<file path="src/rtl/lc4_pkg.sv">
// shared types, opcodes and decode helpers for the two-wide LC4 ALU core
// only ADD/MUL/SUB/ADDI, AND/NOT/OR/XOR/ANDI and CONST write a register
// any other encoding (DIV included) runs as an instruction with no write
`default_nettype none

package lc4_pkg;

    typedef logic [15:0] word_t;
    typedef logic [15:0] insn_t;
    typedef logic [2:0]  reg_sel_t;

    // the split rule is written for pairs, so this stays at 2
    localparam int N_LANES = 2;
    localparam int N_REGS  = 8;

    localparam logic [3:0] OP_ARITH = 4'b0001;
    localparam logic [3:0] OP_LOGIC = 4'b0101;
    localparam logic [3:0] OP_CONST = 4'b1001;

    // field positions
    localparam int OPC_LSB = 12;
    localparam int RD_LSB  = 9;
    localparam int RS_LSB  = 6;
    localparam int RT_LSB  = 0;
    localparam int SUB_LSB = 3;
    localparam int IMM_BIT = 5;

    function automatic logic [3:0] insn_opcode(insn_t insn);
        return insn[OPC_LSB +: 4];
    endfunction

    function automatic reg_sel_t insn_rd(insn_t insn);
        return insn[RD_LSB +: 3];
    endfunction

    function automatic reg_sel_t insn_rs(insn_t insn);
        return insn[RS_LSB +: 3];
    endfunction

    function automatic reg_sel_t insn_rt(insn_t insn);
        return insn[RT_LSB +: 3];
    endfunction

    function automatic logic [2:0] insn_subop(insn_t insn);
        return insn[SUB_LSB +: 3];
    endfunction

    function automatic word_t sext_imm5(insn_t insn);
        return {{11{insn[4]}}, insn[4:0]};
    endfunction

    function automatic word_t sext_imm9(insn_t insn);
        return {{7{insn[8]}}, insn[8:0]};
    endfunction

    function automatic logic insn_writes_rd(insn_t insn);
        logic [2:0] sub;
        sub = insn_subop(insn);
        case (insn_opcode(insn))
            // sub-op 011 in the arithmetic group is DIV, not kept
            OP_ARITH: return insn[IMM_BIT] || (sub inside {3'b000, 3'b001, 3'b010});
            OP_LOGIC: return insn[IMM_BIT] || !sub[2];
            OP_CONST: return 1'b1;
            default:  return 1'b0;
        endcase
    endfunction

    function automatic logic insn_reads_rs(insn_t insn);
        return (insn_opcode(insn) == OP_ARITH) || (insn_opcode(insn) == OP_LOGIC);
    endfunction

    function automatic logic insn_reads_rt(insn_t insn);
        logic is_not;
        is_not = (insn_opcode(insn) == OP_LOGIC) && (insn_subop(insn) == 3'b001);
        return insn_reads_rs(insn) && !insn[IMM_BIT] && !is_not;
    endfunction

endpackage

`default_nettype wire

</file>
<file path="src/rtl/lc4_lane_ifs.sv">
// lane-to-register-file bundles
// operand data comes back combinationally in the same cycle as the selects
// result data is only meaningful while we is set
`timescale 1ns/1ps
`default_nettype none

interface lane_operand_if;
    import lc4_pkg::*;

    reg_sel_t rs_sel;
    reg_sel_t rt_sel;
    word_t    rs_data;
    word_t    rt_data;

    modport lane (
        output rs_sel, rt_sel,
        input  rs_data, rt_data
    );

    modport regfile (
        input  rs_sel, rt_sel,
        output rs_data, rt_data
    );
endinterface

interface lane_result_if;
    import lc4_pkg::*;

    logic     valid;
    logic     we;
    reg_sel_t wsel;
    word_t    data;
    word_t    pc;
    insn_t    insn;

    modport lane (
        output valid, we, wsel, data, pc, insn
    );

    modport writeback (
        input  valid, we, wsel, data, pc, insn
    );
endinterface

`default_nettype wire

</file>
<file path="src/rtl/lc4_dispatch.sv">
// pair fetch and issue for the two lanes
// i_insn_a/i_insn_b must be the words at o_cur_pc and o_cur_pc+1, same cycle
// lane B is held back when it reads the rd of lane A; it is refetched as A
// no stall input, the PC always moves by 1 or 2
`timescale 1ns/1ps
`default_nettype none

module lc4_dispatch #(
    parameter lc4_pkg::word_t RESET_PC = 16'h8200
) (
    input  wire                  gwe,
    input  wire                  i_reset,
    output lc4_pkg::word_t       o_cur_pc,
    input  lc4_pkg::insn_t       i_insn_a,
    input  lc4_pkg::insn_t       i_insn_b,
    output logic                 o_issue_valid [lc4_pkg::N_LANES],
    output lc4_pkg::insn_t       o_issue_insn  [lc4_pkg::N_LANES],
    output lc4_pkg::word_t       o_issue_pc    [lc4_pkg::N_LANES]
);
    import lc4_pkg::*;

    word_t    pc_q;
    word_t    pc_next;
    reg_sel_t a_rd;
    logic     a_writes;
    logic     b_hits_rs;
    logic     b_hits_rt;
    logic     split;

    assign o_cur_pc = pc_q;

    // intra-pair RAW check, B against the destination of A
    assign a_rd      = insn_rd(i_insn_a);
    assign a_writes  = insn_writes_rd(i_insn_a);
    assign b_hits_rs = insn_reads_rs(i_insn_b) && (insn_rs(i_insn_b) == a_rd);
    assign b_hits_rt = insn_reads_rt(i_insn_b) && (insn_rt(i_insn_b) == a_rd);
    assign split     = a_writes && (b_hits_rs || b_hits_rt);

    assign pc_next = split ? (pc_q + 16'd1) : (pc_q + 16'd2);

    always_ff @(posedge gwe) begin
        if (i_reset) begin
            pc_q <= RESET_PC;
        end else begin
            pc_q <= pc_next;
        end
    end

    // issue slots, only the valids need clearing
    always_ff @(posedge gwe) begin
        if (i_reset) begin
            o_issue_valid[0] <= 1'b0;
            o_issue_valid[1] <= 1'b0;
        end else begin
            o_issue_valid[0] <= 1'b1;
            o_issue_valid[1] <= !split;
        end
        o_issue_insn[0] <= i_insn_a;
        o_issue_insn[1] <= i_insn_b;
        o_issue_pc[0]   <= pc_q;
        o_issue_pc[1]   <= pc_q + 16'd1;
    end

    // fetch never stalls, so every step is one instruction or a full pair
    property p_pc_step;
        @(posedge gwe) disable iff (i_reset)
        !$past(i_reset) |->
            ((word_t'(pc_q - $past(pc_q)) == 16'd1) ||
             (word_t'(pc_q - $past(pc_q)) == 16'd2));
    endproperty

    a_pc_step: assert property (p_pc_step)
        else $error("pc moved by other than 1 or 2");

endmodule

`default_nettype wire

</file>
<file path="src/rtl/lc4_exec_lane.sv">
// one execution lane, X register, decode, ALU and W register
// operands come from the write-through register file, so no bypass network here
// no-write encodings still retire with we low
`timescale 1ns/1ps
`default_nettype none

module lc4_exec_lane (
    input  wire                   gwe,
    input  wire                   i_reset,
    input  wire                   i_issue_valid,
    input  lc4_pkg::insn_t        i_issue_insn,
    input  lc4_pkg::word_t        i_issue_pc,
    lane_operand_if.lane          ops,
    lane_result_if.lane           res
);
    import lc4_pkg::*;

    logic       x_valid;
    insn_t      x_insn;
    word_t      x_pc;
    logic [3:0] x_opc;
    logic [2:0] x_sub;
    logic       x_imm;
    logic       x_we;
    word_t      rs_val;
    word_t      rt_val;
    word_t      alu_out;

    // X stage register
    always_ff @(posedge gwe) begin
        if (i_reset) begin
            x_valid <= 1'b0;
        end else begin
            x_valid <= i_issue_valid;
        end
        x_insn <= i_issue_insn;
        x_pc   <= i_issue_pc;
    end

    assign x_opc = insn_opcode(x_insn);
    assign x_sub = insn_subop(x_insn);
    assign x_imm = x_insn[IMM_BIT];
    assign x_we  = x_valid && insn_writes_rd(x_insn);

    // selects go out even for unused operands, harmless on the read side
    assign ops.rs_sel = insn_rs(x_insn);
    assign ops.rt_sel = insn_rt(x_insn);
    assign rs_val     = ops.rs_data;
    assign rt_val     = ops.rt_data;

    always_comb begin
        alu_out = '0;
        case (x_opc)
            OP_ARITH: begin
                if (x_imm) begin
                    alu_out = rs_val + sext_imm5(x_insn);
                end else begin
                    case (x_sub)
                        3'b000:  alu_out = rs_val + rt_val;
                        3'b001:  alu_out = rs_val * rt_val;
                        3'b010:  alu_out = rs_val - rt_val;
                        // DIV and the rest are dropped
                        default: alu_out = '0;
                    endcase
                end
            end
            OP_LOGIC: begin
                if (x_imm) begin
                    alu_out = rs_val & sext_imm5(x_insn);
                end else begin
                    case (x_sub)
                        3'b000:  alu_out = rs_val & rt_val;
                        3'b001:  alu_out = ~rs_val;
                        3'b010:  alu_out = rs_val | rt_val;
                        3'b011:  alu_out = rs_val ^ rt_val;
                        default: alu_out = '0;
                    endcase
                end
            end
            OP_CONST: alu_out = sext_imm9(x_insn);
            default:  alu_out = '0;
        endcase
    end

    // W stage register, feeds the register file and the retire ports
    always_ff @(posedge gwe) begin
        if (i_reset) begin
            res.valid <= 1'b0;
            res.we    <= 1'b0;
        end else begin
            res.valid <= x_valid;
            res.we    <= x_we;
        end
        res.wsel <= insn_rd(x_insn);
        res.data <= alu_out;
        res.pc   <= x_pc;
        res.insn <= x_insn;
    end

    a_we_needs_valid: assert property (@(posedge gwe) disable iff (i_reset)
        res.we |-> res.valid)
        else $error("register write from an invalid W slot");

endmodule

`default_nettype wire

</file>
<file path="src/rtl/lc4_writeback.sv">
// eight-entry register file with one write port per lane
// lane B wins when both lanes write the same register, in the array and
// on the write-through read path alike
// retire outputs show the W slots directly, one cycle before the write lands
`timescale 1ns/1ps
`default_nettype none

module lc4_writeback (
    input  wire                     gwe,
    input  wire                     i_reset,
    lane_operand_if.regfile         ops [lc4_pkg::N_LANES],
    lane_result_if.writeback        res [lc4_pkg::N_LANES],
    output logic                    o_retire_valid [lc4_pkg::N_LANES],
    output lc4_pkg::word_t          o_retire_pc    [lc4_pkg::N_LANES],
    output lc4_pkg::insn_t          o_retire_insn  [lc4_pkg::N_LANES],
    output logic                    o_regfile_we   [lc4_pkg::N_LANES],
    output lc4_pkg::reg_sel_t       o_regfile_wsel [lc4_pkg::N_LANES],
    output lc4_pkg::word_t          o_regfile_data [lc4_pkg::N_LANES]
);
    import lc4_pkg::*;

    word_t    rf     [N_REGS];
    logic     w_we   [N_LANES];
    reg_sel_t w_sel  [N_LANES];
    word_t    w_data [N_LANES];

    // array value, overridden by W writes in lane order so B lands last
    function automatic word_t wt_read(reg_sel_t sel);
        word_t val;
        val = rf[sel];
        for (int k = 0; k < N_LANES; k++) begin
            if (w_we[k] && (w_sel[k] == sel)) begin
                val = w_data[k];
            end
        end
        return val;
    endfunction

    for (genvar l = 0; l < N_LANES; l++) begin : g_lane
        assign w_we[l]   = res[l].we;
        assign w_sel[l]  = res[l].wsel;
        assign w_data[l] = res[l].data;

        always_comb begin
            ops[l].rs_data = wt_read(ops[l].rs_sel);
            ops[l].rt_data = wt_read(ops[l].rt_sel);
        end

        assign o_retire_valid[l] = res[l].valid;
        assign o_retire_pc[l]    = res[l].pc;
        assign o_retire_insn[l]  = res[l].insn;
        assign o_regfile_we[l]   = res[l].we;
        assign o_regfile_wsel[l] = res[l].wsel;
        assign o_regfile_data[l] = res[l].data;
    end

    always_ff @(posedge gwe) begin
        if (i_reset) begin
            for (int r = 0; r < N_REGS; r++) begin
                rf[r] <= '0;
            end
        end else begin
            for (int k = 0; k < N_LANES; k++) begin
                if (w_we[k]) begin
                    rf[w_sel[k]] <= w_data[k];
                end
            end
        end
    end

    // dispatch only ever drops lane B, so B never retires alone
    a_b_with_a: assert property (@(posedge gwe) disable iff (i_reset)
        res[1].valid |-> res[0].valid)
        else $error("lane B retired without lane A");

endmodule

`default_nettype wire

</file>
<file path="src/rtl/lc4_superscalar_core.sv">
// two-wide in-order LC4 ALU core, stages F, issue, X and W
// instruction memory is outside; it must return the words at o_cur_pc and
// o_cur_pc+1 combinationally
// a pair shows on the retire ports two cycles after the edge that fetched it
`timescale 1ns/1ps
`default_nettype none

module lc4_superscalar_core #(
    parameter lc4_pkg::word_t RESET_PC = 16'h8200
) (
    input  wire                    gwe,
    input  wire                    i_reset,
    output lc4_pkg::word_t         o_cur_pc,
    input  lc4_pkg::insn_t         i_insn_a,
    input  lc4_pkg::insn_t         i_insn_b,
    output logic                   o_retire_valid_a,
    output logic                   o_retire_valid_b,
    output lc4_pkg::word_t         o_retire_pc_a,
    output lc4_pkg::word_t         o_retire_pc_b,
    output lc4_pkg::insn_t         o_retire_insn_a,
    output lc4_pkg::insn_t         o_retire_insn_b,
    output logic                   o_regfile_we_a,
    output logic                   o_regfile_we_b,
    output lc4_pkg::reg_sel_t      o_regfile_wsel_a,
    output lc4_pkg::reg_sel_t      o_regfile_wsel_b,
    output lc4_pkg::word_t         o_regfile_data_a,
    output lc4_pkg::word_t         o_regfile_data_b
);
    import lc4_pkg::*;

    logic     issue_valid  [N_LANES];
    insn_t    issue_insn   [N_LANES];
    word_t    issue_pc     [N_LANES];
    logic     retire_valid [N_LANES];
    word_t    retire_pc    [N_LANES];
    insn_t    retire_insn  [N_LANES];
    logic     rf_we        [N_LANES];
    reg_sel_t rf_wsel      [N_LANES];
    word_t    rf_data      [N_LANES];

    lane_operand_if ops [N_LANES] ();
    lane_result_if  res [N_LANES] ();

    lc4_dispatch #(
        .RESET_PC (RESET_PC)
    ) u_dispatch (
        .gwe           (gwe),
        .i_reset       (i_reset),
        .o_cur_pc      (o_cur_pc),
        .i_insn_a      (i_insn_a),
        .i_insn_b      (i_insn_b),
        .o_issue_valid (issue_valid),
        .o_issue_insn  (issue_insn),
        .o_issue_pc    (issue_pc)
    );

    // index 0 is lane A, index 1 is lane B
    for (genvar l = 0; l < N_LANES; l++) begin : g_lane
        lc4_exec_lane u_lane (
            .gwe           (gwe),
            .i_reset       (i_reset),
            .i_issue_valid (issue_valid[l]),
            .i_issue_insn  (issue_insn[l]),
            .i_issue_pc    (issue_pc[l]),
            .ops           (ops[l]),
            .res           (res[l])
        );
    end

    lc4_writeback u_writeback (
        .gwe            (gwe),
        .i_reset        (i_reset),
        .ops            (ops),
        .res            (res),
        .o_retire_valid (retire_valid),
        .o_retire_pc    (retire_pc),
        .o_retire_insn  (retire_insn),
        .o_regfile_we   (rf_we),
        .o_regfile_wsel (rf_wsel),
        .o_regfile_data (rf_data)
    );

    assign o_retire_valid_a = retire_valid[0];
    assign o_retire_valid_b = retire_valid[1];
    assign o_retire_pc_a    = retire_pc[0];
    assign o_retire_pc_b    = retire_pc[1];
    assign o_retire_insn_a  = retire_insn[0];
    assign o_retire_insn_b  = retire_insn[1];
    assign o_regfile_we_a   = rf_we[0];
    assign o_regfile_we_b   = rf_we[1];
    assign o_regfile_wsel_a = rf_wsel[0];
    assign o_regfile_wsel_b = rf_wsel[1];
    assign o_regfile_data_a = rf_data[0];
    assign o_regfile_data_b = rf_data[1];

endmodule

`default_nettype wire

</file>
<file path="config.mk">
export PLATFORM = sky130hd
export DESIGN_NAME = lc4_superscalar_core
export DESIGN_NICKNAME = d
export VERILOG_FILES = /design/src/rtl/lc4_pkg.sv /design/src/rtl/lc4_lane_ifs.sv /design/src/rtl/lc4_dispatch.sv /design/src/rtl/lc4_exec_lane.sv /design/src/rtl/lc4_writeback.sv /design/src/rtl/lc4_superscalar_core.sv
export SDC_FILE = /design/constraint.sdc
export NUM_CORES = 2
export LEC_CHECK = 0
export BUFFER_PORTS_ARGS = -buffer_cell sky130_fd_sc_hd__buf_2
export CORE_MARGIN = 4
export CORE_UTILIZATION = 40
export CTS_CLUSTER_SIZE = 40
export DETAILED_ROUTE_END_ITERATION = 12
export PLACE_DENSITY_LB_ADDON = 0.2
export RECOVER_POWER = 50
export REMOVE_ABC_BUFFERS = 1
export SLEW_MARGIN = 20
export SYNTH_ARGS = -nofsm -noshare
export SYNTH_HDL_FRONTEND = slang
export SYNTH_SLANG_ARGS = --single-unit
</file>
<file path="constraint.sdc">
create_clock -name gwe -period 14.3 [get_ports gwe]
set_input_delay 0.715 -clock gwe [delete_from_list [all_inputs] [get_ports gwe]]
set_output_delay 0.715 -clock gwe [all_outputs]
set_load 0.02 [all_outputs]
</file>
==> results.sh <==
export IMPL_worstPathArrival_ns=11.49
export IMPL_synth_top_area_share_pct=16.3
export IMPL_synthFlopType="dfxtp_1"
export IMPL_core_um2=74900
export IMPL_regArea_um2=8820
export IMPL_viasPerCell=6.03
export IMPL_synth_seq_area_share_pct=29.0
export IMPL_grt_max_degree=62
export IMPL_cts_buffers=43
export IMPL_cts_repair_resize_count=0
export IMPL_synthCells=3056
export IMPL_cts_hold_buffers_added=0
export IMPL_rsz0062_at_grt="false"
export IMPL_avgRoutedWirePerCell_um=26.9
export IMPL_slew_viol_final=721
export IMPL_p_comb_share_pct=44.0
export IMPL_power_switching_mw=1.67
export IMPL_postPlaceCellArea_um2=32200
export IMPL_place_ws_ns=5.40
export IMPL_drv_cap=20
export IMPL_status="finished with violations"
export IMPL_whs_path_depth=1
export IMPL_die_x_um=284
export IMPL_fin_crit_sh_pct=77.7
export IMPL_cp_max_fo=36
export IMPL_dr_first_iter_drc_count=2664
export IMPL_drt_pass1_iterations=8
export IMPL_fin_tns_setup_ns=0
export IMPL_max_slew_margin_rel_pct=-141
export IMPL_synthTopCellsByArea="dfxtp_1 (16%), edfxtp_1 (13%), fa_1 (11%), mux4_2 (9.8%), ha_1 (9.4%)"
export IMPL_swShare_pct=39.5
export IMPL_port_buffers=155
export IMPL_fillers=7121
export IMPL_drc=0
export IMPL_clockPowerShare_pct=27.3
export IMPL_p_int_mw=2.56
export IMPL_cts_tree="yes"
export IMPL_cp_start_kind="flop"
export IMPL_setup_violations=0
export IMPL_vias=25000
export IMPL_synth_top_cells_by_count="inv_1 (349), nor2_1 (266), dfxtp_1 (248), nand2_1 (245), ha_1 (228)"
export IMPL_path_clk_slew_ns=0.07
export IMPL_clk_latency_ns=0.59
export IMPL_hold_path_class="input pin to flop"
export IMPL_grt_antenna_before_repair=4
export IMPL_post_route_min_period_ns=11.11
export IMPL_finalClockSkew_ns=0.0372
export IMPL_power_density_nw_per_um2=127
export IMPL_dieArea_um2=80500
export IMPL_worst_pin_slew_ns=3.62
export IMPL_grt_pass1_wl_mm=165
export IMPL_gp_congestion=0.946
export IMPL_drive_above_1_share_pct=12.0
export IMPL_rows=100
export IMPL_fin_nets=3562
export IMPL_yosysWarnings=0
export IMPL_grt_usage_pct=26.9
export IMPL_synth_edff_count=128
export IMPL_cts_root_buf="clkbuf_16"
export IMPL_reg2reg_depth=26
export IMPL_clock_sinks=376
export IMPL_crit_type="flop to flop"
export IMPL_clk_path_buf_depth=3
export IMPL_netlist_area_um2=30400
export IMPL_synth_top_area_cell="dfxtp_1"
export IMPL_post_cts_setup_buffers=0
export IMPL_multiInputGateArea_um2=19500
export IMPL_fin_area_um2=33400
export IMPL_place_hpwl_mm=78.6
export IMPL_fmax_mhz=90.0
export IMPL_leakagePower_nw=14.1
export IMPL_whs_ns=0.237
export IMPL_start_util_pct=40.6
export IMPL_synth_most_common_cell="inv_1"
export IMPL_area_delta_synth_final_pct=9.82
export IMPL_routed_wl_mm=111
export IMPL_r2r_setup_slack_ns=3.19
export IMPL_grt_ovfl_total=0
export IMPL_synth_seq_cells=376
export IMPL_synth_async_sr_flop_share_pct=0
export IMPL_die_h_um=284
export IMPL_ioPinCount=156
export IMPL_setup_ws_ns=3.19
export IMPL_crit_path_end_kind="flop"
export IMPL_finalHoldViolations=0
export IMPL_synth_cell_types=82
export IMPL_htree_levels=2
export IMPL_worstPathRequired_ns=14.68
export IMPL_ir_worst_vdd_mv=0.160
export IMPL_grt_pass1_vias=25200
export IMPL_seq_power_share_pct=28.6
export IMPL_avgSynthCellArea_um2=9.95
export IMPL_postRouteAntennaNets=0
export IMPL_violations="max-capacitance violations, max-slew violations"
==> placed cells by master, fill, tap and decap left out, types with 11 or more instances in the layout <==
cell       instances
mux2_2            24
nand3_1           26
nand4_1           12
mux4_2           133
a211oi_1          55
clkbuf_16         43
and3_1            16
dfxtp_2           13
inv_1            349
nand2b_1          13
nand2_1          245
nor3_1            32
edfxtp_1         128
a21oi_1          111
a31oi_1           14
o21ai_0          106
o21a_1            12
a21boi_0          11
a2bb2oi_1         12
a22o_1           130
xor2_1            42
dfxtp_1          235
ha_1             228
clkbuf_1         132
mux2i_1           49
o21ai_1           14
xnor2_1          153
nor2_1           266
a21o_1            17
fa_1             164
buf_2             50
nor2b_1           45
or3_1             23
buf_4             43
o221ai_1          16
==> power groups by stage <==
stage / Clock (mW) / Combinational [mW] / Sequential [mW]
4_1_cts: 1.18 / 1.86 / 1.21
3_3_place_gp: 0 / 1.82 / 1.23
5_1_grt: 1.22 / 2.05 / 1.21
6_report: 1.16 / 1.86 / 1.21
3_5_place_dp: 0 / 1.83 / 1.23
2_1_floorplan: 0 / 1.24 / 1.24
==> worst max-delay path, stage by stage, from the launching register on <==
cell and delay [ns]:
dfxtp_2 0.31, clkbuf_1 2.42, xnor2_1 0.30, nand4_1 0.93
o21ai_0 0.54, a2bb2oi_2 0.66, inv_1 0.47, ha_1 0.38
inv_1 0.11, fa_1 0.44, fa_1 0.42, fa_1 0.51
fa_1 0.55, inv_1 0.05, fa_1 0.49, inv_1 0.06
fa_1 0.48, inv_1 0.05, ha_1 0.34, and3_1 0.19
a21oi_1 0.09, o21ai_0 0.11, nor2_1 0.13, xor2_1 0.29
o221ai_1 0.21, o21ai_0 0.22, o221ai_1 0.14
==> area by class of cell <==
type                       count  share of cell area [%]
clock buffer                  48                    3.37
antenna                        4                  0.0300
multi-input combinational   2131                    58.3
timing repair buffer         224                    3.21
clock inverter                29                    1.02
tap                          969                    3.63
inverter                     360                    4.05
sequential                   376                    26.4
==> layer usage <==
| layer | up-vias | global-route usage [%] | share of wire [%] | routed length (µm) |
|---|---|---|---|---|
| met5 | - | 0 | 0 | 0 |
| met4 | 0 | 13.5 | 6.1 | 6750 |
| met3 | 351 | 6.09 | 9.8 | 10900 |
| met2 | 1479 | 42.6 | 45 | 50100 |
| met1 | 12300 | 34.7 | 39 | 43500 |
| li1 | 10900 | - | - | - |
==> flip-flops by register name, indices dropped and copies added, names as in the netlist, 4 cells and up <==
| register | count |
|---|---|
| u_writeback.rf | 128 |
| g_lane.u_lane.res.data | 32 |
| g_lane.u_lane.res.pc | 32 |
| g_lane.u_lane.x_insn | 32 |
| g_lane.u_lane.x_pc | 32 |
| u_dispatch.o_issue_insn | 32 |
| u_dispatch.o_issue_pc | 32 |
| g_lane.u_lane.res.insn | 28 |
| u_dispatch.o_cur_pc | 16 |
| g_lane.u_lane.res.wsel | 4 |
==> through the flow <==
stage / instances / util [%] / power, mW
after global routing: 4137 / 44.6 / 4.49
final: 4141 / 44.6 / 4.23
after global placement: 4059 / 42.9 / 3.05
after CTS: 4136 / 44.9 / 4.24
after detailed placement: 4059 / 42.9 / 3.06
after floorplan: 2867 / - / 2.48
==> final timing paths <==
path,start,to
worst min-delay path,i_insn_b[10],u_dispatch.o_issue_insn[10]
worst max-delay path,g_lane[0].u_lane.x_insn[6],g_lane[0].u_lane.res.data[12]
worst max register to register,g_lane[0].u_lane.x_insn[6],g_lane[0].u_lane.res.data[12]
worst min register to register,g_lane[1].u_lane.x_pc[10],g_lane[1].u_lane.res.pc[10]
==> kinds of logic after synthesis <==
| kind of cell | count (synthesis) | synth area share, % |
|---|---|---|
| buf+inv | 549 | 7.27 |
| mux | 217 | 13.2 |
| xor+xnor | 198 | 5.84 |
| fa+ha+maj | 392 | 20.2 |
| simple gates | 732 | 10.8 |
| flops | 376 | 29.0 |
| compound gates | 592 | 13.7 |
No activity file was read; power rests on OpenSTA's default activity.
